--- src/rtl/zmem_pkg.sv ---
package zmem_pkg;

	// z80 side
	typedef logic [15:0] zaddr_t;
	typedef logic [7:0]  zdata_t;

	// paging
	typedef logic [7:0]  page_t;  // 16k page in a window
	typedef logic [4:0]  rompg_t; // rom page, half a megabyte reach

	// dram side
	typedef logic [15:0] dword_t; // one dram word, two z80 bytes
	typedef logic [20:0] daddr_t; // {page, za[13:1]}

	// number of page bits that reach the rom chip
	localparam int ROM_PAGE_BITS = 5;

	// turbo select
	typedef logic [1:0] turbo_t;

	localparam turbo_t TURBO_3M5 = 2'b00;
	localparam turbo_t TURBO_7M  = 2'b01;
	localparam turbo_t TURBO_14M = 2'b10; // 2'b11 runs at 14 MHz too

	// 14 MHz stall controller
	typedef enum logic [1:0]
	{
		st_idle,      // no dram access in flight
		st_wait_slot, // request held until c3 with cpu_next
		st_wait_data, // granted, word arrives on next c2
		st_finish     // data in buffer, release on c2 or c1
	} stall_state_t;

endpackage

--- src/rtl/zmem_ctrl.sv ---
`timescale 1ns/1ps

module zmem_ctrl (
	input  logic             fclk,
	input  logic             rst_n,
	input  zmem_pkg::turbo_t turbo,
	input  logic             c1,
	input  logic             c2,
	input  logic             c3,
	input  logic             zneg,
	input  logic             m1_n,
	input  logic             mreq_n,
	input  logic             rd_n,
	input  logic             wr_n,
	input  logic             rfsh_n,
	input  logic             romnram,
	input  logic             cache_hit,
	input  logic             cpu_next,
	output logic             cpu_req,
	output logic             cpu_rnw,
	output logic             cpu_stall
);

	zmem_pkg::stall_state_t state;
	zmem_pkg::stall_state_t state_nxt;

	logic turbo14;
	logic r_mreq_n;               // mreq on previous zneg
	logic opfetch, memrd, memwr;
	logic dram_beg;               // zneg that opens a dram access
	logic grant;
	logic rnw_r;                  // direction of the held request
	logic stall14;
	logic ramreq, ramrd, ramwr;   // 3.5/7 MHz conditions
	logic ramrd_reg, ramwr_reg;
	logic cpureq_357;

	assign turbo14 = (turbo >= zmem_pkg::TURBO_14M);

	assign opfetch = ~mreq_n & ~m1_n;
	assign memrd   = ~mreq_n & ~rd_n;
	assign memwr   = ~mreq_n & rd_n & rfsh_n; // write known before wr_n falls

	always_ff @(posedge fclk or negedge rst_n)
	if (!rst_n)
		r_mreq_n <= 1'b1;
	else if (zneg)
		r_mreq_n <= mreq_n | ~rfsh_n;

	// ram access not served by the word buffer
	assign dram_beg = turbo14 & zneg & r_mreq_n & ~mreq_n & rfsh_n & ~romnram &
		(~cache_hit | memwr);

	assign grant = cpu_req & cpu_next & c3; // arbiter takes it on the same terms

	always_comb
	begin
		state_nxt = state;
		case (state)
			zmem_pkg::st_idle:
				if (dram_beg)
				begin
					if (!grant)
						state_nxt = zmem_pkg::st_wait_slot;
					else if (!memwr)
						state_nxt = zmem_pkg::st_wait_data;
				end
			zmem_pkg::st_wait_slot:
				if (grant)
					state_nxt = rnw_r ? zmem_pkg::st_wait_data : zmem_pkg::st_idle;
			zmem_pkg::st_wait_data:
				if (c2) // strobe cycle, word lands in the buffer
					state_nxt = zmem_pkg::st_finish;
			default: // st_finish
				if (opfetch ? c2 : c1)
					state_nxt = zmem_pkg::st_idle;
		endcase
	end

	always_ff @(posedge fclk or negedge rst_n)
	if (!rst_n)
		state <= zmem_pkg::st_idle;
	else
		state <= state_nxt;

	always_ff @(posedge fclk)
	if (dram_beg)
		rnw_r <= ~memwr;

	// writes only wait for a free slot, reads wait for the data
	assign stall14 = (dram_beg & (~cpu_next | opfetch | memrd)) |
		((state == zmem_pkg::st_wait_slot) & (rnw_r | ~cpu_next)) |
		(state == zmem_pkg::st_wait_data) |
		(state == zmem_pkg::st_finish);

	// 3.5/7 MHz: one request per rising read or write condition
	assign ramreq = ~mreq_n & ~romnram & rfsh_n;
	assign ramrd  = ramreq & ~rd_n;
	assign ramwr  = ramreq & ~wr_n;

	always_ff @(posedge fclk or negedge rst_n)
	if (!rst_n)
	begin
		ramrd_reg <= 1'b0;
		ramwr_reg <= 1'b0;
	end
	else if (c3 && !cpu_stall) // held while the slot is refused
	begin
		ramrd_reg <= ramrd;
		ramwr_reg <= ramwr;
	end

	assign cpureq_357 = (ramrd & ~ramrd_reg) | (ramwr & ~ramwr_reg);

	assign cpu_req   = turbo14 ? ((state == zmem_pkg::st_wait_slot) | dram_beg) : cpureq_357;
	assign cpu_rnw   = turbo14 ? (dram_beg ? ~memwr : rnw_r) : ramrd;
	assign cpu_stall = turbo14 ? stall14 : (cpureq_357 & ~cpu_next);

endmodule

--- config.mk ---
export PLATFORM = sky130hd
export DESIGN_NAME = zmem_ctrl
export DESIGN_NICKNAME = d
export VERILOG_FILES = /design/src/rtl/zmem_pkg.sv /design/src/rtl/zmem_ctrl.sv
export SDC_FILE = /design/constraint.sdc
export NUM_CORES = 1
export LEC_CHECK = 0
export ABC_AREA = 1
export CAP_MARGIN = 5
export CORE_ASPECT_RATIO = 0.75
export CORE_UTILIZATION = 35
export CTS_BUF_LIST = sky130_fd_sc_hd__clkbuf_4
export CTS_CLUSTER_DIAMETER = 100
export DETAILED_ROUTE_END_ITERATION = 10
export DONT_BUFFER_PORTS = 1
export GPL_TIMING_DRIVEN = 0
export HOLD_SLACK_MARGIN = 0.02
export PLACE_DENSITY = 0.47
export SYNTH_ARGS = -nofsm -noshare
export SYNTH_HDL_FRONTEND = slang
export SYNTH_SLANG_ARGS = --single-unit
--- constraint.sdc ---
create_clock -name fclk -period 2.3 [get_ports fclk]
set_input_delay 0.345 -clock fclk [delete_from_list [all_inputs] [get_ports fclk]]
set_output_delay 0.345 -clock fclk [all_outputs]
set_load 0.005 [all_outputs]
==> results of run 1 <==
## power by group through the flow
| stage | combinational [mW] | sequential [mW] | clock (mW) |
|---|---|---|---|
| floorplan | 0.260 | 0.152 | 0 |
| global placement | 0.308 | 0.159 | 0 |
| detailed placement | 0.307 | 0.157 | 0 |
| CTS | 0.310 | 0.155 | 0.121 |
| global route | 0.356 | 0.161 | 0.133 |
| finish | 0.305 | 0.155 | 0.115 |
## cell families (layout without fill, tap and decap cells)
logic type | count (synthesis) | count (layout) | synth area share, %
flip-flops | 6 | 6 | 22.7
buffers and inverters | 18 | 23 | 10.9
adder cells (fa/ha/maj) | 5 | 5 | 9.71
AO/OA/AOI/OAI | 11 | 11 | 9.51
AND/OR/NAND/NOR | 55 | 55 | 47.2
## repair_timing
| item | in CTS | in global routing |
|---|---|---|
| hold buffers | 1 | 0 |
| hold endpoints to repair | 5 | 0 |
| resized for setup | 0 | 0 |
| setup buffers | 0 | 0 |
## cell type report
| class | instances | area (um2) |
|---|---|---|
| Multi-Input combinational cell | 71 | 428 |
| Inverter | 18 | 70.1 |
| Sequential cell | 6 | 146 |
| Timing Repair Buffer | 1 | 10.0 |
| Clock buffer | 4 | 30.0 |
| Tap cell | 22 | 27.5 |
| Fill cell | 199 | 1010 |
## Yosys cell counts
cell type,number
o21ai_1,4
o21a_1,1
nand3_2,3
nand4_1,3
nand2_2,2
nor2_2,1
ha_1,5
nand4_2,1
a21oi_2,1
dfstp_2,1
nor2_1,7
clkinv_1,1
inv_1,14
nand2_4,1
inv_2,1
dfxtp_1,1
o21ai_0,1
clkinv_2,2
nand3_4,3
dfrtp_1,4
a21oi_1,4
nand2_1,29
nand3_1,5
## layer usage
layer  GRT usage, %  vias up
met5              0        -
met4           6.76        0
met3           3.92        0
met2           24.4       10
met1           21.0      223
li1               -      311
## how the worst max path moves through the flow
stage / start / endpoint / slack [ns]
6_report: state[1] / cpu_stall / 0.30
4_1_cts: state[1] / cpu_stall / 0.28
3_5_place_dp: state[1] / cpu_stall / 0.55
2_1_floorplan: state[1] / cpu_stall / 0.71
3_3_place_gp: state[1] / cpu_stall / 0.56
5_1_grt: state[1] / cpu_stall / 0.10
## through the flow
step           hold WS [ns]  total power, mW
6_report              0.243            0.575
5_1_grt               0.239            0.650
4_1_cts               0.237            0.586
3_5_place_dp         0.0496            0.464
3_3_place_gp         0.0495            0.466
2_1_floorplan        0.0494            0.412
==> flow_summary.html, run 1 <==
<table>
<tr><th>Metric</th><th>Value</th></tr>
<tr><th colspan="2">Run status</th></tr>
<tr><td>Status</td><td>completed</td></tr>
<tr><th colspan="2">Placement</th></tr>
<tr><td>Gp weighted congestion</td><td>0.766</td></tr>
<tr><td>Instance count after placement with tap cells included</td><td>around 120</td></tr>
<tr><td>Number of input and output port buffers inserted</td><td>0</td></tr>
<tr><td>Half-perimeter wire length of the detailed placement result</td><td>between 1000 and 1500 um</td></tr>
<tr><td>Worst slack at placement</td><td>about 0.55 ns</td></tr>
<tr><td>Placement-stage cell area</td><td>roughly 670 um2</td></tr>
<tr><th colspan="2">Worst setup path</th></tr>
<tr><td>Delay-heaviest family, CP</td><td>flip-flops</td></tr>
<tr><td>Data required, critical path</td><td>~2 ns</td></tr>
<tr><td>Cell seen most often among critical-path stages</td><td>nand2_1</td></tr>
<tr><td>Cells on worst reg2reg path</td><td>10</td></tr>
<tr><td>Cells along the critical path</td><td>inv_1 -&gt; ha_1 -&gt; a21oi_1 -&gt; nand2_1 -&gt; a21oi_1 -&gt; o21ai_1 -&gt; nand2_1 -&gt; nand2_1</td></tr>
<tr><td>Buffers plus inverters on the worst setup path</td><td>1</td></tr>
<tr><td>Crit path kind</td><td>flip-flop to output pin</td></tr>
<tr><td>Crit-path max cell delay</td><td>~0.45 ns</td></tr>
<tr><td>R2R Path Start</td><td>state[1]</td></tr>
<tr><td>Arrival time worst endpoint</td><td>about 1.7 ns</td></tr>
<tr><td>Worst-path cell with the longest stage delay</td><td>dfrtp_1</td></tr>
<tr><td>Register-to-Register Setup Slack</td><td>~0.6 ns</td></tr>
<tr><td>R2r endpoint</td><td>ramwr_reg</td></tr>
<tr><td>Number of cells on the critical path</td><td>8</td></tr>
<tr><td>Crit path capture type</td><td>output pin</td></tr>
<tr><td>Critical path launch point type</td><td>flip-flop</td></tr>
<tr><td>Maximum fanout count along the critical path</td><td>7</td></tr>
<tr><th colspan="2">Clocking</th></tr>
<tr><td>TritonCTS clock tree</td><td>done</td></tr>
<tr><td>Number of buffers inserted during clock tree synthesis</td><td>3</td></tr>
<tr><td>Latest clock arrival within the worst-skew pair</td><td>~0.24 ns</td></tr>
<tr><td>CTS clock-pin slew for the worst setup and hold paths</td><td>approximately 0.050 ns</td></tr>
<tr><td>Clock sink count</td><td>6</td></tr>
<tr><td>Worst-case clock buffer depth</td><td>2</td></tr>
<tr><td>Level count of the clock H-tree</td><td>1</td></tr>
<tr><td>Cell at the root of the clock tree</td><td>clkbuf_4</td></tr>
<tr><th colspan="2">Drt</th></tr>
<tr><td>Number of DRC violations after detailed-routing iteration 0</td><td>8</td></tr>
<tr><td>Residual antenna-violating net count after detailed routing</td><td>0</td></tr>
<tr><td>Met3 layer wire length in the routed design</td><td>between 50 and 60 um</td></tr>
<tr><td>Sum of routed wire length over all layers</td><td>about 1300 um</td></tr>
<tr><td>Total via count after detailed routing</td><td>about 540</td></tr>
<tr><td>Wl on met1</td><td>between 600 and 700 um</td></tr>
<tr><td>Sum of met2 wire segment lengths after detailed routing</td><td>548 um</td></tr>
<tr><td>Pre-Repair DR Iteration Count</td><td>4</td></tr>
<tr><td>Top metal layer carrying routed signals</td><td>met3</td></tr>
<tr><td>Average routed wire per standard cell</td><td>10.4 um</td></tr>
<tr><td>DR DRC count</td><td>0</td></tr>
<tr><td>Post-DR vias/cell</td><td>around 4.5</td></tr>
<tr><th colspan="2">GRT</th></tr>
<tr><td>Number of antenna violations at the first check in global routing</td><td>0</td></tr>
<tr><td>Overall overflow remaining after global route</td><td>0</td></tr>
<tr><td>Total track usage</td><td>approximately 16%</td></tr>
<tr><td>Global-route wire length before repair</td><td>2230 um</td></tr>
<tr><td>Largest net degree at the start of global routing</td><td>8</td></tr>
<tr><td>Number of global-route vias before repair</td><td>515</td></tr>
<tr><th colspan="2">Layout</th></tr>
<tr><td>Largest reg by FF count</td><td>state</td></tr>
<tr><td>Layout area overhead</td><td>10.5%</td></tr>
<tr><td>Final net count</td><td>approximately 120</td></tr>
<tr><td>Flip-flop count of the largest register, all copies and words added</td><td>2</td></tr>
<tr><td>Final cell count without fillers</td><td>~120</td></tr>
<tr><td>Area of all placed cells without fillers</td><td>approximately 710 um2</td></tr>
<tr><td>Commonest non-fill, non-tap cells in the layout</td><td>nand2_1, inv_1, nor2_1, nand3_1, ha_1</td></tr>
<tr><td>Fraction of layout cells with a size suffix above 1</td><td>about a fifth</td></tr>
<tr><td>Number of inserted diodes</td><td>0</td></tr>
<tr><td>Most common library cell in the layout ignoring fill and taps</td><td>nand2_1</td></tr>
<tr><td>Utilization after layout</td><td>about two fifths</td></tr>
<tr><th colspan="2">STA</th></tr>
<tr><td>Remaining max-slew budget at the tightest pin</td><td>83.9%</td></tr>
<tr><td>Transition at the pin with the smallest max-transition slack</td><td>about 0.24 ns</td></tr>
<tr><td>Crit share post-route</td><td>a little under 90%</td></tr>
<tr><td>Count of final max-slew check failures</td><td>0</td></tr>
<tr><td>Total count of hold-check failures in the final report</td><td>0</td></tr>
<tr><td>Upper clock frequency limit</td><td>0.500 GHz</td></tr>
<tr><td>Final setup violation count</td><td>0</td></tr>
<tr><td>Unrepaired setup endpoints after global routing</td><td>false</td></tr>
<tr><td>Final clock skew</td><td>roughly 0.002 ns</td></tr>
<tr><td>Minimum clock period</td><td>2.00 ns</td></tr>
<tr><td>Setup TNS</td><td>0 ns</td></tr>
<tr><td>Post-layout worst setup margin</td><td>0.301 ns</td></tr>
<tr><th colspan="2">Pwr</th></tr>
<tr><td>Internal power component</td><td>roughly 330 uW</td></tr>
<tr><td>Clock share of power</td><td>20.0%</td></tr>
<tr><td>IR drop worst, VDD</td><td>between 0.4 and 0.5 mV</td></tr>
<tr><td>Pwr Density</td><td>slightly above 800 mW/mm2</td></tr>
<tr><td>Switch Pwr</td><td>248 uW</td></tr>
<tr><td>Combinational fraction of design power</td><td>approximately 53%</td></tr>
<tr><td>Part of the power in registers</td><td>between 20% and 30%</td></tr>
<tr><td>Switching share of power</td><td>between 40% and 50%</td></tr>
<tr><td>Pleak</td><td>0.378 nW</td></tr>
<tr><th colspan="2">Worst hold path</th></tr>
<tr><td>Hold depth</td><td>1</td></tr>
<tr><td>Destination of the worst hold path</td><td>r_mreq_n</td></tr>
<tr><td>Beginning of the worst hold path</td><td>zneg</td></tr>
<tr><td>Kind of path behind the tightest hold check</td><td>input pin to flip-flop</td></tr>
<tr><th colspan="2">Synth</th></tr>
<tr><td>Avg Cell Area, Syn</td><td>6.78 um2</td></tr>
<tr><td>Cell type contributing the most total cell area after synthesis</td><td>nand2_1</td></tr>
<tr><td>Distinct cells, synth</td><td>23</td></tr>
<tr><td>Fraction of synthesized cell area taken by the top area cell type</td><td>between 10% and 20%</td></tr>
<tr><td>Mapped Area</td><td>between 600 and 700 um2</td></tr>
<tr><td>Main area contributors after synthesis</td><td>nand2_1, dfrtp_1, ha_1</td></tr>
<tr><td>Post-synthesis sequential area ratio</td><td>a little under a quarter</td></tr>
<tr><td>Gate count after technology mapping</td><td>95</td></tr>
<tr><td>Count of state elements after synthesis</td><td>6</td></tr>
<tr><td>Post-Synthesis Net Count</td><td>around 120</td></tr>
<tr><td>Number of warnings printed during yosys synthesis</td><td>0</td></tr>
<tr><th colspan="2">Flow run</th></tr>
<tr><td>Count of maximum capacitance violations</td><td>0</td></tr>
<tr><th colspan="2">Floorplan</th></tr>
<tr><td>Total I/O pin count</td><td>19</td></tr>
<tr><td>Effective utilization at floorplan</td><td>37.4%</td></tr>
<tr><td>X dimension of the die</td><td>roughly 52 um</td></tr>
<tr><td>Total die area</td><td>about 0.002 mm2</td></tr>
<tr><td>Standard-cell row count</td><td>13</td></tr>
<tr><td>Core outline area</td><td>0.00172 mm2</td></tr>
<tr><td>Chip height</td><td>~39 um</td></tr>
</table>
(Power assumes the default switching activity.)
==> inputs of run 2 (changes only) <==
--- a/config.mk
+++ b/config.mk
@@ -5,9 +5,7 @@
 export SDC_FILE = /design/constraint.sdc
 export NUM_CORES = 1
 export LEC_CHECK = 0
-export ABC_AREA = 1
 export CAP_MARGIN = 5
-export CORE_ASPECT_RATIO = 0.75
 export CORE_UTILIZATION = 35
 export CTS_BUF_LIST = sky130_fd_sc_hd__clkbuf_4
 export CTS_CLUSTER_DIAMETER = 100
==> flow_summary.html, run 2 <==
<table>
<tr><th>Metric</th><th>Value</th></tr>
<tr><th colspan="2">Run status</th></tr>
<tr><td>Status</td><td>completed</td></tr>
<tr><th colspan="2">STA</th></tr>
<tr><td>Minimum clock period</td><td>2.05 ns (+0.0530 ns)</td></tr>
<tr><td>Total count of hold-check failures in the final report</td><td>0 (unchanged)</td></tr>
<tr><td>Crit share post-route</td><td>89.2% (+2.3 points)</td></tr>
<tr><td>Hold WS</td><td>0.167 ns (-0.0756 ns)</td></tr>
<tr><td>Transition at the pin with the smallest max-transition slack</td><td>0.424 ns (+0.185 ns)</td></tr>
<tr><td>Final setup violation count</td><td>0 (unchanged)</td></tr>
<tr><td>Remaining max-slew budget at the tightest pin</td><td>71.7% (-12 points)</td></tr>
<tr><td>Unrepaired setup endpoints after global routing</td><td>false</td></tr>
<tr><td>Setup TNS</td><td>0 ns (unchanged)</td></tr>
<tr><td>Count of final max-slew check failures</td><td>0 (unchanged)</td></tr>
<tr><td>Final clock skew</td><td>0.00354 ns (+0.00150 ns)</td></tr>
<tr><td>Upper clock frequency limit</td><td>0.487 GHz (-2.6%)</td></tr>
<tr><th colspan="2">Placement</th></tr>
<tr><td>Number of input and output port buffers inserted</td><td>0 (unchanged)</td></tr>
<tr><td>Half-perimeter wire length of the detailed placement result</td><td>1010 um (-7.6%)</td></tr>
<tr><td>Gp weighted congestion</td><td>0.652 (-15%)</td></tr>
<tr><th colspan="2">GRT</th></tr>
<tr><td>Overall overflow remaining after global route</td><td>0 (unchanged)</td></tr>
<tr><td>Global-route wire length before repair</td><td>1860 um (-16%)</td></tr>
<tr><td>Total track usage</td><td>13.5% (-2.3 points)</td></tr>
<tr><td>Number of global-route vias before repair</td><td>464 (-9.9%)</td></tr>
<tr><td>Number of antenna violations at the first check in global routing</td><td>0 (unchanged)</td></tr>
<tr><td>Largest net degree at the start of global routing</td><td>7 (-1)</td></tr>
<tr><th colspan="2">Pwr</th></tr>
<tr><td>Clock share of power</td><td>21.5% (+1.5 points)</td></tr>
<tr><td>Pleak</td><td>0.285 nW (-25%)</td></tr>
<tr><td>IR drop worst, VDD</td><td>0.436 mV (+5.4%)</td></tr>
<tr><td>Switch Pwr</td><td>196 uW (-21%)</td></tr>
<tr><td>Switching share of power</td><td>37.0% (-6.1 points)</td></tr>
<tr><td>Internal power component</td><td>333 uW (+1.7%)</td></tr>
<tr><td>Part of the power in registers</td><td>29.3% (+2.3 points)</td></tr>
<tr><td>Combinational fraction of design power</td><td>49.2% (-3.8 points)</td></tr>
<tr><td>Pwr Density</td><td>811 mW/mm2 (+0.38%)</td></tr>
<tr><th colspan="2">Synth</th></tr>
<tr><td>Fraction of synthesized cell area taken by the top area cell type</td><td>16.9% (+0.020 points)</td></tr>
<tr><td>Post-Synthesis Net Count</td><td>80 (-31%)</td></tr>
<tr><td>Count of state elements after synthesis</td><td>6 (unchanged)</td></tr>
<tr><td>Most common cell in the synthesized netlist</td><td>inv_1</td></tr>
<tr><td>Number of warnings printed during yosys synthesis</td><td>0 (unchanged)</td></tr>
<tr><td>Count of flip-flops with a built-in enable after synthesis</td><td>0 (unchanged)</td></tr>
<tr><td>Gate count after technology mapping</td><td>59 (-38%)</td></tr>
<tr><td>Proportion of synthesized area in mux cells</td><td>11.6% (+12 points)</td></tr>
<tr><td>Primary FF master, synth</td><td>dfrtp_1</td></tr>
<tr><td>Synthesized-area fraction occupied by ao, oa, aoi and oai cells</td><td>24.5% (+15 points)</td></tr>
<tr><td>Simple-gate portion of the synthesized area</td><td>22.8% (-24 points)</td></tr>
<tr><td>Avg Cell Area, Syn</td><td>10.0 um2 (+48%)</td></tr>
<tr><td>Combinational family with the most area after synthesis</td><td>compound AO/OA/AOI/OAI gates</td></tr>
<tr><td>Post-synthesis sequential area ratio</td><td>24.7% (+2.0 points)</td></tr>
<tr><td>Top cells by count, synth</td><td>inv_1, ha_1, a31oi_1, dfrtp_1, nor2_1</td></tr>
<tr><td>Post-synthesis xor/xnor area fraction</td><td>0% (unchanged)</td></tr>
<tr><td>Distinct cells, synth</td><td>32 (+39%)</td></tr>
<tr><td>Share of flip-flops with an asynchronous set or reset</td><td>83.3% (unchanged)</td></tr>
<tr><td>Post-Synth Adder-Cell Area</td><td>10.6% (+0.86 points)</td></tr>
<tr><td>Main area contributors after synthesis</td><td>dfrtp_1, ha_1, inv_1</td></tr>
<tr><td>Cell type contributing the most total cell area after synthesis</td><td>dfrtp_1</td></tr>
<tr><td>Mapped Area</td><td>592 um2 (-8.2%)</td></tr>
<tr><th colspan="2">Clocking</th></tr>
<tr><td>Number of buffers inserted during clock tree synthesis</td><td>3 (unchanged)</td></tr>
<tr><td>Worst-case clock buffer depth</td><td>2 (unchanged)</td></tr>
<tr><td>TritonCTS clock tree</td><td>done</td></tr>
<tr><td>Clock sink count</td><td>6 (unchanged)</td></tr>
<tr><td>Number of setup buffers added after CTS</td><td>0 (unchanged)</td></tr>
<tr><td>Level count of the clock H-tree</td><td>1 (unchanged)</td></tr>
<tr><td>Cell at the root of the clock tree</td><td>clkbuf_4</td></tr>
<tr><td>Latest clock arrival within the worst-skew pair</td><td>0.24 ns (about the same)</td></tr>
<tr><td>CTS clock-pin slew for the worst setup and hold paths</td><td>0.05 ns (about the same)</td></tr>
<tr><th colspan="2">Floorplan</th></tr>
<tr><td>Standard-cell row count</td><td>14 (+1)</td></tr>
<tr><td>Effective utilization at floorplan</td><td>38.4% (+1.0 points)</td></tr>
<tr><td>Core outline area</td><td>0.00154 mm2 (-11%)</td></tr>
<tr><td>Chip height</td><td>43.1 um (+10%)</td></tr>
<tr><td>Total I/O pin count</td><td>19 (unchanged)</td></tr>
<tr><td>Total die area</td><td>0.00186 mm2 (-7.9%)</td></tr>
<tr><td>X dimension of the die</td><td>43.1 um (-16%)</td></tr>
<tr><th colspan="2">Layout</th></tr>
<tr><td>Layout area overhead</td><td>10.1%</td></tr>
<tr><td>Flip-flop count of the largest register, all copies and words added</td><td>2 (unchanged)</td></tr>
<tr><td>Largest reg by FF count</td><td>state</td></tr>
<tr><td>Most common library cell in the layout ignoring fill and taps</td><td>inv_1</td></tr>
<tr><td>Fraction of layout cells with a size suffix above 1</td><td>28.1% (+8.1 points)</td></tr>
<tr><td>Final net count</td><td>86 (-30%)</td></tr>
<tr><td>Number of inserted diodes</td><td>0 (unchanged)</td></tr>
<tr><td>Commonest non-fill, non-tap cells in the layout</td><td>inv_1, ha_1</td></tr>
<tr><th colspan="2">Worst setup path</th></tr>
<tr><td>Data required, critical path</td><td>2.42 ns (+0.46 ns)</td></tr>
<tr><td>Crit path kind</td><td>flip-flop to flip-flop</td></tr>
<tr><td>Arrival time worst endpoint</td><td>2.17 ns (+0.52 ns)</td></tr>
<tr><td>Crit path capture type</td><td>flip-flop</td></tr>
<tr><td>Critical path launch point type</td><td>flip-flop</td></tr>
<tr><td>Maximum fanout count along the critical path</td><td>5 (-2)</td></tr>
<tr><th colspan="2">Drt</th></tr>
<tr><td>Total via count after detailed routing</td><td>465 (-15%)</td></tr>
<tr><td>Sum of routed wire length over all layers</td><td>1170 um (-7.5%)</td></tr>
<tr><td>Pre-Repair DR Iteration Count</td><td>4 (unchanged)</td></tr>
<tr><td>Average routed wire per standard cell</td><td>14.6 um (+41%)</td></tr>
<tr><td>DR DRC count</td><td>0 (unchanged)</td></tr>
<tr><td>Number of DRC violations after detailed-routing iteration 0</td><td>11 (+3)</td></tr>
<tr><td>Residual antenna-violating net count after detailed routing</td><td>0 (unchanged)</td></tr>
<tr><td>Post-DR vias/cell</td><td>5.81 (+30%)</td></tr>
<tr><th colspan="2">Flow run</th></tr>
<tr><td>Count of maximum capacitance violations</td><td>0 (unchanged)</td></tr>
<tr><th colspan="2">Worst hold path</th></tr>
<tr><td>Kind of path behind the tightest hold check</td><td>input pin to flip-flop</td></tr>
</table>
==> run 2: cell count changes after synthesis, sizes merged, moves of 2 or more <==
cell    previous run  this run
nand2             32         1
a31oi              0         4
nand4              4         2
nor4b              0         2
nor2               8         4
a21o               0         2
mux2               0         4
a21oi              5         3
o21ai              5         1
mux2i              0         2
inv               15         9
clkinv             3         0
nand3             11         2
==> run 2: area by class of cell <==
type | count | area, um2
Tap cell | 16 | 20.0
Multi-Input combinational cell | 44 | 412
Fill cell | 157 | 890
Clock buffer | 4 | 30.0
Timing Repair Buffer | 1 | 10.0
Sequential cell | 6 | 146
Inverter | 9 | 33.8
==> run 2: power by group through the flow <==
stage | logic (mW) | clock network (mW) | registers, mW
3_3_place_gp | 0.261 | 0 | 0.157
3_5_place_dp | 0.261 | 0 | 0.156
4_1_cts | 0.265 | 0.119 | 0.155
5_1_grt | 0.291 | 0.126 | 0.159
2_1_floorplan | 0.217 | 0 | 0.150
6_report | 0.260 | 0.114 | 0.155
==> run 2: cell families after synthesis <==
group                      Yosys count
and+or+nand+nor                     17
buffers and inverters                9
DFF                                  6
AOI/OAI and AO/OA                   16
muxes                                6
adders and majority gates            5
==> run 2: worst paths after layout <==
check                               from       end  slack, ns  cells after the start
worst max-delay path            r_mreq_n  state[1]       0.25                      5
worst min-delay path              rfsh_n  r_mreq_n       0.17                      1
worst max register to register  r_mreq_n  state[1]       0.25                      5
worst min register to register  r_mreq_n  r_mreq_n       0.48                      2
max in group asynchronous          rst_n  r_mreq_n       1.65                      1
min in group asynchronous          rst_n  state[1]       0.39                      1
==> run 2: repair_timing <==
item | CTS | global route
endpoints found under the hold margin | 5 | 0
gates resized for setup | 0 | 0
hold buffers | 1 | 0
==> run 2: worst max-delay path: stages (launching register included) <==
cell and delay [ns]:
dfstp_2 0.52, and4b_2 0.31, a311oi_4 0.14, or4_1 0.54, nand3_2 0.12, mux2_4 0.30
==> run 2: routing by layer <==
| layer | global-route usage [%] | vias to the layer above | wire, um |
|---|---|---|---|
| met1 | 18.6 | 215 | 594 |
| li1 | - | 236 | - |
| met4 | 5.45 | 0 | 0 |
| met2 | 20.6 | 14 | 521 |
| met5 | 0 | - | 0 |
| met3 | 2.55 | 0 | 54 |
==> run 2: metrics by stage <==
step	instance area (um2)	power (mW)	util (%)	worst slack, ns	cells
after global placement	612	0.417	39.7	0.253	75
after floorplan	592	0.367	-	0.343	59
final	652	0.529	42.3	0.248	80
after CTS	652	0.539	42.3	0.252	80
after global routing	652	0.576	42.3	0.181	80
after detailed placement	612	0.418	39.7	0.258	75
==> inputs of run 3 (changes only) <==
--- a/config.mk
+++ b/config.mk
@@ -14,6 +14,7 @@
 export GPL_TIMING_DRIVEN = 0
 export HOLD_SLACK_MARGIN = 0.02
 export PLACE_DENSITY = 0.47
+export SETUP_SLACK_MARGIN = 0.5
 export SYNTH_ARGS = -nofsm -noshare
 export SYNTH_HDL_FRONTEND = slang
 export SYNTH_SLANG_ARGS = --single-unit
==> flow_summary.html, run 3 (same netlist as run 2, synthesis figures left out) <==
<table>
<tr><th>Metric</th><th>Value</th></tr>
<tr><th colspan="2">Clocking</th></tr>
<tr><td>Number of buffers inserted during clock tree synthesis</td><td>3 (unchanged)</td></tr>
<tr><td>Level count of the clock H-tree</td><td>1 (unchanged)</td></tr>
<tr><td>TritonCTS clock tree</td><td>done</td></tr>
<tr><td>Cell at the root of the clock tree</td><td>clkbuf_4</td></tr>
<tr><td>CTS clock-pin slew for the worst setup and hold paths</td><td>0.05 ns (about the same)</td></tr>
<tr><td>Latest clock arrival within the worst-skew pair</td><td>0.25 ns (about the same)</td></tr>
<tr><td>Worst-case clock buffer depth</td><td>2 (unchanged)</td></tr>
<tr><td>Clock sink count</td><td>6 (unchanged)</td></tr>
<tr><th colspan="2">STA</th></tr>
<tr><td>Setup TNS</td><td>0 ns (unchanged)</td></tr>
<tr><td>Crit share post-route</td><td>83.4% (-5.8 points)</td></tr>
<tr><td>Final setup violation count</td><td>0 (unchanged)</td></tr>
<tr><td>Transition at the pin with the smallest max-transition slack</td><td>0.439 ns (+0.0154 ns)</td></tr>
<tr><td>Count of final max-slew check failures</td><td>0 (unchanged)</td></tr>
<tr><td>Upper clock frequency limit</td><td>0.521 GHz (+7.0%)</td></tr>
<tr><td>Unrepaired setup endpoints after global routing</td><td>true</td></tr>
<tr><td>Minimum clock period</td><td>1.92 ns (-0.134 ns)</td></tr>
<tr><td>Total count of hold-check failures in the final report</td><td>0 (unchanged)</td></tr>
<tr><td>Remaining max-slew budget at the tightest pin</td><td>70.7% (-1.0 points)</td></tr>
<tr><td>Final clock skew</td><td>0.00364 ns (+0.000101 ns)</td></tr>
<tr><th colspan="2">Worst setup path</th></tr>
<tr><td>Critical path launch point type</td><td>flip-flop</td></tr>
<tr><td>Crit path kind</td><td>flip-flop to flip-flop</td></tr>
<tr><td>Delay-heaviest family, CP</td><td>simple AND/OR/NAND/NOR gates</td></tr>
<tr><td>Data required, critical path</td><td>2.43 ns (about the same)</td></tr>
<tr><td>Arrival time worst endpoint</td><td>2.05 ns (-0.12 ns)</td></tr>
<tr><td>Worst-path cell with the longest stage delay</td><td>dfstp_2</td></tr>
<tr><td>Maximum fanout count along the critical path</td><td>5 (unchanged)</td></tr>
<tr><td>Cells along the critical path</td><td>and4b_2 -&gt; a311oi_4 -&gt; or4_4 -&gt; nand3_2 -&gt; mux2_4</td></tr>
<tr><td>Crit-path max cell delay</td><td>0.52 ns (-0.02 ns)</td></tr>
<tr><td>Crit path capture type</td><td>flip-flop</td></tr>
<tr><td>Buffers plus inverters on the worst setup path</td><td>0 (unchanged)</td></tr>
<tr><th colspan="2">Layout</th></tr>
<tr><td>Most common library cell in the layout ignoring fill and taps</td><td>inv_1</td></tr>
<tr><td>Commonest non-fill, non-tap cells in the layout</td><td>inv_1, nor2_1, ha_1, clkbuf_4, dfrtp_1</td></tr>
<tr><td>Layout area overhead</td><td>20.5%</td></tr>
<tr><td>Fraction of layout cells with a size suffix above 1</td><td>37.3% (+9.2 points)</td></tr>
<tr><td>Flip-flop count of the largest register, all copies and words added</td><td>2 (unchanged)</td></tr>
<tr><td>Largest reg by FF count</td><td>state</td></tr>
<tr><td>Utilization after layout</td><td>46.3% (+4.0 points)</td></tr>
<tr><td>Number of inserted diodes</td><td>0 (unchanged)</td></tr>
<tr><td>Final net count</td><td>89 (+3.5%)</td></tr>
<tr><th colspan="2">Pwr</th></tr>
<tr><td>Pleak</td><td>0.313 nW (+9.8%)</td></tr>
<tr><td>Part of the power in registers</td><td>25.0% (-4.3 points)</td></tr>
<tr><td>Combinational fraction of design power</td><td>55.1% (+5.9 points)</td></tr>
<tr><td>Pwr Density</td><td>838 mW/mm2 (+3.4%)</td></tr>
<tr><td>Switching share of power</td><td>36.5% (-0.52 points)</td></tr>
<tr><td>Internal power component</td><td>380 uW (+14%)</td></tr>
<tr><td>Total design power</td><td>598 uW (+13%)</td></tr>
<tr><td>Clock share of power</td><td>19.9% (-1.6 points)</td></tr>
<tr><td>IR drop worst, VDD</td><td>0.440 mV (+0.80%)</td></tr>
<tr><td>Switch Pwr</td><td>218 uW (+11%)</td></tr>
<tr><th colspan="2">GRT</th></tr>
<tr><td>Number of antenna violations at the first check in global routing</td><td>0 (unchanged)</td></tr>
<tr><td>Global-route wire length before repair</td><td>1930 um (+3.3%)</td></tr>
<tr><td>Largest net degree at the start of global routing</td><td>7 (unchanged)</td></tr>
<tr><td>Overall overflow remaining after global route</td><td>0 (unchanged)</td></tr>
<tr><td>Total track usage</td><td>14.4% (+0.88 points)</td></tr>
<tr><td>Number of global-route vias before repair</td><td>452 (-2.6%)</td></tr>
<tr><th colspan="2">Placement</th></tr>
<tr><td>Gp weighted congestion</td><td>0.716 (+9.8%)</td></tr>
<tr><td>Half-perimeter wire length of the detailed placement result</td><td>943 um (-6.8%)</td></tr>
<tr><td>Number of input and output port buffers inserted</td><td>0 (unchanged)</td></tr>
<tr><th colspan="2">Floorplan</th></tr>
<tr><td>Total die area</td><td>0.00186 mm2 (unchanged)</td></tr>
<tr><td>Total I/O pin count</td><td>19 (unchanged)</td></tr>
<tr><td>Chip height</td><td>43.1 um (unchanged)</td></tr>
<tr><td>Standard-cell row count</td><td>14 (unchanged)</td></tr>
<tr><td>Effective utilization at floorplan</td><td>38.4% (unchanged)</td></tr>
<tr><td>X dimension of the die</td><td>43.1 um (unchanged)</td></tr>
<tr><td>Core outline area</td><td>0.00154 mm2 (unchanged)</td></tr>
<tr><th colspan="2">Drt</th></tr>
<tr><td>Average routed wire per standard cell</td><td>14.2 um (-3.0%)</td></tr>
<tr><td>Pre-Repair DR Iteration Count</td><td>4 (unchanged)</td></tr>
<tr><td>Number of DRC violations after detailed-routing iteration 0</td><td>10 (-1)</td></tr>
<tr><td>Residual antenna-violating net count after detailed routing</td><td>0 (unchanged)</td></tr>
<tr><td>Total via count after detailed routing</td><td>480 (+3.2%)</td></tr>
<tr><td>DR DRC count</td><td>0 (unchanged)</td></tr>
<tr><td>Sum of routed wire length over all layers</td><td>1180 um (+0.68%)</td></tr>
<tr><td>Post-DR vias/cell</td><td>5.78 (-0.51%)</td></tr>
<tr><th colspan="2">Run status</th></tr>
<tr><td>Status</td><td>completed</td></tr>
<tr><th colspan="2">Flow run</th></tr>
<tr><td>Count of maximum capacitance violations</td><td>0 (unchanged)</td></tr>
<tr><th colspan="2">Worst hold path</th></tr>
<tr><td>Kind of path behind the tightest hold check</td><td>input pin to flip-flop</td></tr>
</table>
run 3: cell types whose count changed in the layout (fill, tap and decap cells not counted):
| cell | change |
|---|---|
| or4_1 | -1 |
| ha_4 | +1 |
| mux2_4 | +2 |
| a31oi_1 | -1 |
| nor4b_4 | +1 |
| inv_2 | +1 |
| a31oi_2 | +1 |
| ha_1 | -1 |
| inv_1 | -1 |
| nor4b_2 | -1 |
| or4_4 | +1 |
| mux2_2 | -2 |
| buf_4 | +3 |
run 3: timing repair:
action,4_1_cts,5_1_grt
setup endpoints to repair,7,7
resized for setup,5,2
hold buffers,1,0
cloned,0,0
endpoints found under the hold margin,5,0
pin swaps,5,3
setup buffers,1,2
run 3: per-stage QoR:
stage / cell area [um2] / hold WS (ns) / setup slack [ns] / instances
finish: 713 / 0.152 / 0.382 / 83
global route: 713 / 0.154 / 0.338 / 83
CTS: 684 / 0.143 / 0.367 / 81
detailed placement: 621 / 0.0495 / 0.350 / 75
global placement: 621 / 0.0496 / 0.339 / 75
floorplan: 601 / 0.0494 / 0.465 / 59
run 3: area by class of cell:
type                            count  area [um2]
Inverter                            9        33.8
Timing Repair Buffer                4        32.5
Tap cell                           16        20.0
Fill cell                         154         828
Clock buffer                        4        30.0
Sequential cell                     6         146
Multi-Input combinational cell     44         450
run 3: path summary, 6_finish.rpt:
| check | start | endpoint | slack, ns | depth (start not counted) |
|---|---|---|---|---|
| min in group asynchronous | rst_n | ramwr_reg | 0.38 | 1 |
| max in group asynchronous | rst_n | r_mreq_n | 1.68 | 1 |
| worst max register to register | r_mreq_n | state[1] | 0.38 | 5 |
| worst max-delay path | r_mreq_n | state[1] | 0.38 | 5 |
| worst min register to register | r_mreq_n | r_mreq_n | 0.48 | 2 |
| worst min-delay path | rfsh_n | r_mreq_n | 0.15 | 1 |
run 3: routing by layer:
layer | vias up | global-route usage [%] | wire [um]
li1 | 239 | - | -
met1 | 222 | 18.4 | 551
met2 | 14 | 20.3 | 517
met3 | 5 | 5.11 | 79
met4 | 0 | 9.09 | 29
met5 | - | 0 | 0
run 3: worst register-to-register path: cells and delay by family (launching register included):
kind / cells / cell delay, ns
AND/OR/NAND/NOR: 3 / 0.84
multiplexers: 1 / 0.30
AO/OA/AOI/OAI: 1 / 0.13
flip-flops: 1 / 0.52
run 3: power groups by stage:
stage / registers [mW] / logic (mW) / clock network, mW
floorplan: 0.150 / 0.218 / 0
global placement: 0.156 / 0.262 / 0
detailed placement: 0.156 / 0.257 / 0
CTS: 0.151 / 0.287 / 0.125
global route: 0.152 / 0.367 / 0.133
finish: 0.149 / 0.329 / 0.119
